File: src/hdl/ctrl_params.svh
// shared build-time constants of the cluster control block
// include this wherever a width, the register count or the TCDM layout
// is needed; the two packages and every RTL module pull it in the same way
// changing a value here changes it for the design and the testbench at once

`ifndef CTRL_PARAMS_SVH
`define CTRL_PARAMS_SVH

// bus and register word width in bits
`define CTRL_DATA_WIDTH 32

// byte address width seen on the Wishbone bus
`define CTRL_ADDR_WIDTH 8

// number of word registers in the map, offsets 0 to 4
`define CTRL_NUM_REGS 5

// cores in the cluster, one wake flag each
`define CTRL_NUM_CORES 8

// first byte of the tightly coupled data memory
`define CTRL_TCDM_BASE 32'h1000_0000

// TCDM size in bytes, end address is base plus size
`define CTRL_TCDM_SIZE 32'h0002_0000

`endif
File: src/hdl/ctrl_core_pkg.sv
// core-side types of the cluster control block
// the core mask carries one bit per core between the register file and
// the wake unit; the wake word union lets the decoder look at the written
// wake_up value both as a raw word and as an upper field plus core id

`include "ctrl_params.svh"

package ctrl_core_pkg;

  // bits needed to name one core
  localparam int unsigned CoreIdWidth = $clog2(`CTRL_NUM_CORES);

  // one bit per core
  typedef logic [`CTRL_NUM_CORES-1:0] core_mask_t;

  // wake_up word split into a must-be-zero upper part and the core id
  typedef struct packed {
    logic [`CTRL_DATA_WIDTH-CoreIdWidth-1:0] upper;
    logic [CoreIdWidth-1:0]                  core_id;
  } wake_field_t;

  // raw view for the all-ones broadcast test
  // field view for picking a single core
  typedef union packed {
    logic [`CTRL_DATA_WIDTH-1:0] raw;
    wake_field_t                 field;
  } wake_word_u;

endpackage

File: src/hdl/ctrl_bus_pkg.sv
// bus-side types of the cluster control block
// the register index is what the Wishbone slave hands to the register file
// after address decode, the byte enable mirrors wb_sel
// import with a wildcard in the module header where these are needed

`include "ctrl_params.svh"

package ctrl_bus_pkg;

  // word offsets of the register map
  // eoc and wake_up are read-write, the other three are constants
  typedef enum logic [2:0] {
    EOC        = 3'd0,
    WAKE_UP    = 3'd1,
    TCDM_START = 3'd2,
    TCDM_END   = 3'd3,
    NUM_CORES  = 3'd4
  } reg_idx_e;

  // one enable per byte lane of the data word
  typedef logic [`CTRL_DATA_WIDTH/8-1:0] byte_en_t;

endpackage

File: src/hdl/cluster_ctrl.sv
// top of the cluster control block
// the host reaches the registers over Wishbone classic; eoc_o shows the
// end-of-computation word, and wake_pending_o holds one wake flag per core
// which each core clears with its bit of wake_ack_i

`include "ctrl_params.svh"

module cluster_ctrl
  import ctrl_bus_pkg::*;
  import ctrl_core_pkg::*;
(
  input  logic                          clk_i,
  input  logic                          arst_n_i,
  // Wishbone classic slave port
  input  logic                          wb_cyc_i,
  input  logic                          wb_stb_i,
  input  logic                          wb_we_i,
  input  logic [`CTRL_ADDR_WIDTH-1:0]   wb_adr_i,
  input  logic [`CTRL_DATA_WIDTH/8-1:0] wb_sel_i,
  input  logic [`CTRL_DATA_WIDTH-1:0]   wb_dat_i,
  output logic [`CTRL_DATA_WIDTH-1:0]   wb_dat_o,
  output logic                          wb_ack_o,
  // host and core side
  output logic [`CTRL_DATA_WIDTH-1:0]   eoc_o,
  input  core_mask_t                    wake_ack_i,
  output core_mask_t                    wake_pending_o
);

  reg_idx_e                    reg_idx;
  logic                        reg_valid;
  byte_en_t                    byte_en;
  logic [`CTRL_DATA_WIDTH-1:0] wdata;
  logic                        wr_strobe;
  logic [`CTRL_DATA_WIDTH-1:0] rdata;
  core_mask_t                  wake_mask;

  // bus decode and handshake
  wb_reg_slave wb_reg_slave_i (
    .clk_i       (clk_i),
    .arst_n_i    (arst_n_i),
    .wb_cyc_i    (wb_cyc_i),
    .wb_stb_i    (wb_stb_i),
    .wb_we_i     (wb_we_i),
    .wb_adr_i    (wb_adr_i),
    .wb_sel_i    (wb_sel_i),
    .wb_dat_i    (wb_dat_i),
    .wb_dat_o    (wb_dat_o),
    .wb_ack_o    (wb_ack_o),
    .reg_idx_o   (reg_idx),
    .reg_valid_o (reg_valid),
    .byte_en_o   (byte_en),
    .wdata_o     (wdata),
    .wr_strobe_o (wr_strobe),
    .rdata_i     (rdata)
  );

  // register storage and wake decode
  ctrl_registers ctrl_registers_i (
    .clk_i       (clk_i),
    .arst_n_i    (arst_n_i),
    .reg_idx_i   (reg_idx),
    .reg_valid_i (reg_valid),
    .byte_en_i   (byte_en),
    .wdata_i     (wdata),
    .wr_strobe_i (wr_strobe),
    .rdata_o     (rdata),
    .eoc_o       (eoc_o),
    .wake_mask_o (wake_mask)
  );

  // sticky wake flags toward the cores
  core_wake_unit core_wake_unit_i (
    .clk_i          (clk_i),
    .arst_n_i       (arst_n_i),
    .wake_mask_i    (wake_mask),
    .wake_ack_i     (wake_ack_i),
    .wake_pending_o (wake_pending_o)
  );

endmodule

File: src/hdl/core_wake_unit.sv
// per-core wake event flags
// a core that sleeps waits on its pending bit; the bit is set by the
// wake mask from the register file and stays set until the core raises
// its acknowledge, so no wake request is lost while a core is busy

`include "ctrl_params.svh"

module core_wake_unit
  import ctrl_core_pkg::*;
(
  input  logic       clk_i,
  input  logic       arst_n_i,
  // one-hot or all-ones, zero when no wake write is in flight
  input  core_mask_t wake_mask_i,
  // per-core acknowledge, may be held high
  input  core_mask_t wake_ack_i,
  output core_mask_t wake_pending_o
);

  core_mask_t pending_q;
  core_mask_t pending_d;

  // ack clears first, a new wake in the same cycle sets the bit again
  // so a wake that races its own ack is kept
  assign pending_d = (pending_q & ~wake_ack_i) | wake_mask_i;

  always_ff @(posedge clk_i or negedge arst_n_i) begin
    if (!arst_n_i) begin
      pending_q <= '0;
    end else begin
      pending_q <= pending_d;
    end
  end

  assign wake_pending_o = pending_q;

endmodule

File: src/hdl/ctrl_registers.sv
// control register file of the cluster
// holds eoc and wake_up as read-write words and returns the TCDM bounds
// and the core count as constants; writes honor the byte enables and
// leave the read-only words alone
// a wake_up write is decoded one cycle later into a wake mask for the cores

`include "ctrl_params.svh"

module ctrl_registers
  import ctrl_bus_pkg::*;
  import ctrl_core_pkg::*;
(
  input  logic                        clk_i,
  input  logic                        arst_n_i,
  input  reg_idx_e                    reg_idx_i,
  input  logic                        reg_valid_i,
  input  byte_en_t                    byte_en_i,
  input  logic [`CTRL_DATA_WIDTH-1:0] wdata_i,
  input  logic                        wr_strobe_i,
  output logic [`CTRL_DATA_WIDTH-1:0] rdata_o,
  output logic [`CTRL_DATA_WIDTH-1:0] eoc_o,
  output core_mask_t                  wake_mask_o
);

  localparam int unsigned NumBytes = `CTRL_DATA_WIDTH / 8;

  // read-only contents
  localparam logic [`CTRL_DATA_WIDTH-1:0] TcdmStart = `CTRL_TCDM_BASE;
  localparam logic [`CTRL_DATA_WIDTH-1:0] TcdmEnd   = `CTRL_TCDM_BASE + `CTRL_TCDM_SIZE;
  localparam logic [`CTRL_DATA_WIDTH-1:0] NumCores  = `CTRL_NUM_CORES;

  logic [`CTRL_DATA_WIDTH-1:0] eoc_q;
  logic [`CTRL_DATA_WIDTH-1:0] wake_q;
  logic                        wr_eoc;
  logic                        wr_wake;
  logic                        wake_wr_q;
  wake_word_u                  wake_word;

  // replace only the enabled byte lanes of a word
  function automatic logic [`CTRL_DATA_WIDTH-1:0] merge_bytes(
    input logic [`CTRL_DATA_WIDTH-1:0] old_val,
    input logic [`CTRL_DATA_WIDTH-1:0] new_val,
    input byte_en_t                    be
  );
    logic [`CTRL_DATA_WIDTH-1:0] res;
    res = old_val;
    for (int b = 0; b < NumBytes; b++) begin
      if (be[b]) res[8*b +: 8] = new_val[8*b +: 8];
    end
    return res;
  endfunction

  // only the two read-write words accept data
  assign wr_eoc  = wr_strobe_i & reg_valid_i & (reg_idx_i == EOC);
  // any touched byte of wake_up counts as a wake request
  assign wr_wake = wr_strobe_i & reg_valid_i & (reg_idx_i == WAKE_UP) & (|byte_en_i);

  always_ff @(posedge clk_i or negedge arst_n_i) begin
    if (!arst_n_i) begin
      eoc_q     <= '0;
      wake_q    <= '0;
      wake_wr_q <= 1'b0;
    end else begin
      if (wr_eoc) eoc_q <= merge_bytes(eoc_q, wdata_i, byte_en_i);
      if (wr_wake) wake_q <= merge_bytes(wake_q, wdata_i, byte_en_i);
      // one cycle late so the decode sees the updated word
      wake_wr_q <= wr_wake;
    end
  end

  // read mux, unused index codes read zero
  always_comb begin
    case (reg_idx_i)
      EOC:        rdata_o = eoc_q;
      WAKE_UP:    rdata_o = wake_q;
      TCDM_START: rdata_o = TcdmStart;
      TCDM_END:   rdata_o = TcdmEnd;
      NUM_CORES:  rdata_o = NumCores;
      default:    rdata_o = '0;
    endcase
  end

  // wake decode: all ones wakes everyone, a valid core id wakes that core
  // anything else wakes nobody
  assign wake_word.raw = wake_q;

  always_comb begin
    wake_mask_o = '0;
    if (wake_wr_q) begin
      if (wake_word.raw == '1) begin
        wake_mask_o = '1;
      end else if (wake_word.field.upper == '0 &&
                   32'(wake_word.field.core_id) < `CTRL_NUM_CORES) begin
        wake_mask_o = core_mask_t'(1) << wake_word.field.core_id;
      end
    end
  end

  assign eoc_o = eoc_q;

endmodule

File: src/hdl/wb_reg_slave.sv
// Wishbone classic slave in front of the control registers
// every access is acknowledged one cycle after cyc and stb are seen,
// with no error or retry; the register index, byte enables and write data
// follow the held bus signals, the write strobe is high in the ack cycle
// read data is taken from the register file and held on wb_dat_o for the ack

`include "ctrl_params.svh"

module wb_reg_slave
  import ctrl_bus_pkg::*;
(
  input  logic                         clk_i,
  input  logic                         arst_n_i,
  // Wishbone classic slave port
  input  logic                         wb_cyc_i,
  input  logic                         wb_stb_i,
  input  logic                         wb_we_i,
  input  logic [`CTRL_ADDR_WIDTH-1:0]  wb_adr_i,
  input  logic [`CTRL_DATA_WIDTH/8-1:0] wb_sel_i,
  input  logic [`CTRL_DATA_WIDTH-1:0]  wb_dat_i,
  output logic [`CTRL_DATA_WIDTH-1:0]  wb_dat_o,
  output logic                         wb_ack_o,
  // register file side
  output reg_idx_e                     reg_idx_o,
  output logic                         reg_valid_o,
  output byte_en_t                     byte_en_o,
  output logic [`CTRL_DATA_WIDTH-1:0]  wdata_o,
  output logic                         wr_strobe_o,
  input  logic [`CTRL_DATA_WIDTH-1:0]  rdata_i
);

  // byte address to word offset, the two low bits select a byte lane
  localparam int unsigned WordAdrWidth = `CTRL_ADDR_WIDTH - 2;

  logic [WordAdrWidth-1:0]     word_adr;
  logic                        req;
  logic                        ack_q;
  logic                        wr_strobe_q;
  logic [`CTRL_DATA_WIDTH-1:0] dat_q;

  assign word_adr = wb_adr_i[`CTRL_ADDR_WIDTH-1:2];

  // new request: master strobing and this slave not already answering
  // the ack cycle itself does not count, the master still holds stb there
  assign req = wb_cyc_i & wb_stb_i & ~ack_q;

  // offsets past the last register alias in the low bits
  // so the valid flag keeps them away from the register file
  assign reg_valid_o = (word_adr < `CTRL_NUM_REGS);
  assign reg_idx_o   = reg_idx_e'(word_adr[2:0]);

  // master holds sel and data until ack, so they are stable in the ack cycle
  assign byte_en_o = wb_sel_i;
  assign wdata_o   = wb_dat_i;

  // single-cycle ack and write strobe
  always_ff @(posedge clk_i or negedge arst_n_i) begin
    if (!arst_n_i) begin
      ack_q       <= 1'b0;
      wr_strobe_q <= 1'b0;
    end else begin
      ack_q       <= req;
      wr_strobe_q <= req & wb_we_i;
    end
  end

  // read capture on the edge that starts the ack cycle
  // out-of-range offsets read as zero
  always_ff @(posedge clk_i) begin
    if (req && !wb_we_i) begin
      dat_q <= reg_valid_o ? rdata_i : '0;
    end
  end

  assign wb_ack_o    = ack_q;
  assign wr_strobe_o = wr_strobe_q;
  assign wb_dat_o    = dat_q;

endmodule

File: config.mk
export PLATFORM = sky130hd
export DESIGN_NAME = cluster_ctrl
export DESIGN_NICKNAME = d
export VERILOG_FILES = /design/src/hdl/ctrl_core_pkg.sv /design/src/hdl/ctrl_bus_pkg.sv /design/src/hdl/cluster_ctrl.sv /design/src/hdl/core_wake_unit.sv /design/src/hdl/ctrl_registers.sv /design/src/hdl/wb_reg_slave.sv
export VERILOG_INCLUDE_DIRS = /design/src /design/src/hdl
export SDC_FILE = /design/constraint.sdc
export NUM_CORES = 1
export LEC_CHECK = 0
export BUFFER_PORTS_ARGS = -buffer_cell sky130_fd_sc_hd__buf_2
export CAP_MARGIN = 10
export CORE_MARGIN = 5
export CORE_UTILIZATION = 48
export DETAILED_ROUTE_END_ITERATION = 10
export PLACE_DENSITY = 0.79
export SYNTH_ARGS = -nofsm -noshare
export SYNTH_HDL_FRONTEND = slang
export SYNTH_HIERARCHICAL = 1
export SYNTH_SLANG_ARGS = --single-unit
File: constraint.sdc
create_clock -name clk_i -period 3.1 [get_ports clk_i]
set_input_delay 0.31 -clock clk_i [delete_from_list [all_inputs] [get_ports clk_i]]
set_output_delay 0.31 -clock clk_i [all_outputs]
set_load 0.02 [all_outputs]
==> impl_metrics.yaml <==
status:
  status: "complete, no violations"
floorplan:
  initial_core_util: 0.490
  ios: 130
  die_area_um2: 13300
  die_y_um: 115
  num_rows: 38
  die_w_um: 115
  core_area_um2: 10800
clock_network:
  clock_path_buffers: 2
  cts_tree: "yes"
  insertion_delay_ps: 370
  cts_root_buf: "clkbuf_8"
  cts-buffers-inserted: 9
  clkSlewWorstSetupHoldPaths_ps: 90
  cts-resized-gates: 0
  cts_sinks: 107
  cts_setup_buffers: 0
  holdBufCountCts: 0
  htree_levels: 3
pwr:
  seqPwrFrac: 0.593
  cellPowerDensity_nw_per_um2: 421
  switchingPower_mw: 0.593
  ir_drop_v: 0.000249
  cellLeakagePower_nw: 2.80
  comb_power_share: 0.082
  p_int_mw: 1.91
  p_clk_frac: 0.325
  sw_frac_of_total: 0.236
global_route:
  antenna_found_initial: 4
  grt_pass1_wl_um: 18600
  gr-total-overflow: 0
  grtUsageTotal: 0.181
  grt_max_degree: 44
  grt_pass1_vias: 3594
min_path:
  hold_path_class: "in -> async"
sta:
  max_slew_margin: 0.355
  hold_ws_ps: 84.2
  slew_violations: 0
  finalHoldViolCount: 0
  rsz0062_at_grt: "no"
  finalCritPeriodShare: 0.710
  period_minus_slack_ps: 2200
  skew_ps: 11.0
  fmax_ghz: 0.454
  final-setup-viol-count: 0
  final.setup.tns_ps: 0
  tightest_slew_ps: 967
critical_path:
  worstPathRequired_ps: 3410
  slowest_delay_ps: 600
  end_kind: "register"
  r2r-start: "ctrl_registers_i/wake_q[12]"
  crit_arrival_ps: 2510
  cp-start-kind: "register"
  r2r_setup_slack_ps: 900
  path_delay_family: "simple AND/OR/NAND/NOR gates"
  critPathSlowestCell: "or4_1"
  worstPathCellList: "nor4_1, nand4_1, or4_1, o41ai_1, a21o_1"
  r2r_cells: 5
  worstSetupPathType: "reg -> reg"
  r2r_end: "core_wake_unit_i/wake_pending_o[1]"
  cp_max_fo: 8
  cp_num_buf_inv: 0
synth:
  ys_seq_area_frac: 0.534
  synth_area_leaders: "dfrtp_1 (35%), edfxtp_1 (18%), mux2_2 (12%), nor4_2 (7.1%), buf_4 (5.6%)"
  synth_top_area_share: 0.353
  synthFlopType: "dfrtp_1"
  synth-edff-count: 32
  synth.avg_cell_area_um2: 12.9
  syn-cell-area_um2: 5320
  yosysUniqueCellTypes: 31
  synthesis.nets: 469
  yosys_warnings: 6
  synth.most_common_cell: "dfrtp_1"
  yosys-top-cells-count: "dfrtp_1 (75), mux2_2 (58), buf_4 (40)"
  syn_inst: 412
  synth_area_leader_cell: "dfrtp_1"
  ys_ff_latch: 107
  async_flop_share: 0.701
place:
  dp.cells: 624
  gp_congestion: 0.827
  dp_hpwl_um: 9150
  port-buffer-count: 127
routing:
  ant_nets: 0
  drt-initial-drc-count: 287
  routed_wl_um: 11800
  viasPerCell: 5.51
  drc: 0
  wire_per_inst_um: 18.4
  routed-via-count: 3535
  firstDrtPassIters: 5
job:
  max_cap_viol_count: 0
finish:
  syn_to_final_growth_pct: 12.1
  layout.nets: 552
  drive_above_1_share: 0.478
  fin_cells: 641
  final_core_util: 0.550
==> cell usage in the layout (no fill, tap or decap), types with 2 or more instances in the layout <==
cell type | Yosys | routed
nand3b_1 | 2 | 2
mux2_1 | 6 | 6
clkbuf_1 | 11 | 4
clkinv_2 | 0 | 2
a21o_1 | 8 | 8
nor3_1 | 7 | 5
nor2_1 | 9 | 8
a22o_1 | 28 | 28
edfxtp_1 | 32 | 32
a211oi_1 | 2 | 2
buf_2 | 7 | 127
nand3_1 | 2 | 2
mux2_2 | 58 | 58
clkbuf_8 | 0 | 9
nand2_1 | 12 | 12
nor4_1 | 9 | 9
o41ai_1 | 6 | 6
nor4_2 | 30 | 30
nand4_1 | 9 | 9
o21ai_0 | 2 | 2
nand2b_1 | 36 | 36
dfrtp_1 | 75 | 75
inv_1 | 9 | 9
buf_4 | 40 | 7
==> state kept, by name (all words and copies together), names as in the netlist <==
name / flops
wb_reg_slave_i/wb_dat_o: 32
ctrl_registers_i/wake_wr_q: 1
wb_reg_slave_i/wb_ack_o: 1
ctrl_registers_i/eoc_o: 32
core_wake_unit_i/wake_pending_o: 8
wb_reg_slave_i/wr_strobe_o: 1
ctrl_registers_i/wake_q: 32
==> worst max-delay path by stage <==
stage                           startpoint  slack [ps]                            endpoint  cells after the start
3_3_place_gp                   wb_adr_i[2]         640          ctrl_registers_i/eoc_o[16]                      7
2_1_floorplan      wb_reg_slave_i/wb_ack_o         860          wb_reg_slave_i/wb_dat_o[0]                      1
5_1_grt                        wb_adr_i[2]         740          ctrl_registers_i/eoc_o[28]                      7
3_5_place_dp                   wb_adr_i[2]         560          ctrl_registers_i/eoc_o[28]                      7
4_1_cts        ctrl_registers_i/wake_q[12]         900  core_wake_unit_i/wake_pending_o[1]                      5
6_report       ctrl_registers_i/wake_q[12]         900  core_wake_unit_i/wake_pending_o[1]                      5
==> metal layers <==
| metal | vias up | track usage | routed length (um) |
|---|---|---|---|
| li1 | 1657 | - | - |
| met1 | 1727 | 0.240 | 5010 |
| met2 | 118 | 0.275 | 5390 |
| met3 | 27 | 0.0505 | 1050 |
| met4 | 6 | 0.0900 | 299 |
| met5 | - | 0 | 31 |
==> area by class of cell <==
class | count | area [um^2]
diodes | 1 | 2.50
repair buffers | 134 | 688
fillers | 937 | 4880
clock buffers | 13 | 139
multi-input cells | 234 | 2040
well taps | 140 | 175
inverters | 9 | 33.8
flip-flops and latches | 107 | 2840
clock inverters | 3 | 40.0
==> per-stage QoR <==
stage	total power, mW	cell area (um^2)	worst slack (ps)
after floorplan	1.67	5320	865
after global placement	1.72	5780	642
after detailed placement	1.72	5780	557
after CTS	2.52	5960	899
after global routing	2.61	5960	741
final	2.51	5960	899
==> cells by family after synthesis <==
family,after synthesis,share of synthesized area
DFF,107,0.534
buffers and inverters,71,0.0857
muxes,64,0.136
and+or+nand+nor,120,0.166
AOI/OAI and AO/OA,50,0.0791
==> power groups by stage <==
stage	registers [mW]	clock network, mW	logic (mW)
after floorplan	1.53	0	0.138
after global placement	1.52	0	0.200
after detailed placement	1.52	0	0.206
after CTS	1.49	0.827	0.207
after global routing	1.49	0.897	0.226
final	1.49	0.814	0.205
(Power assumes the default switching activity.)
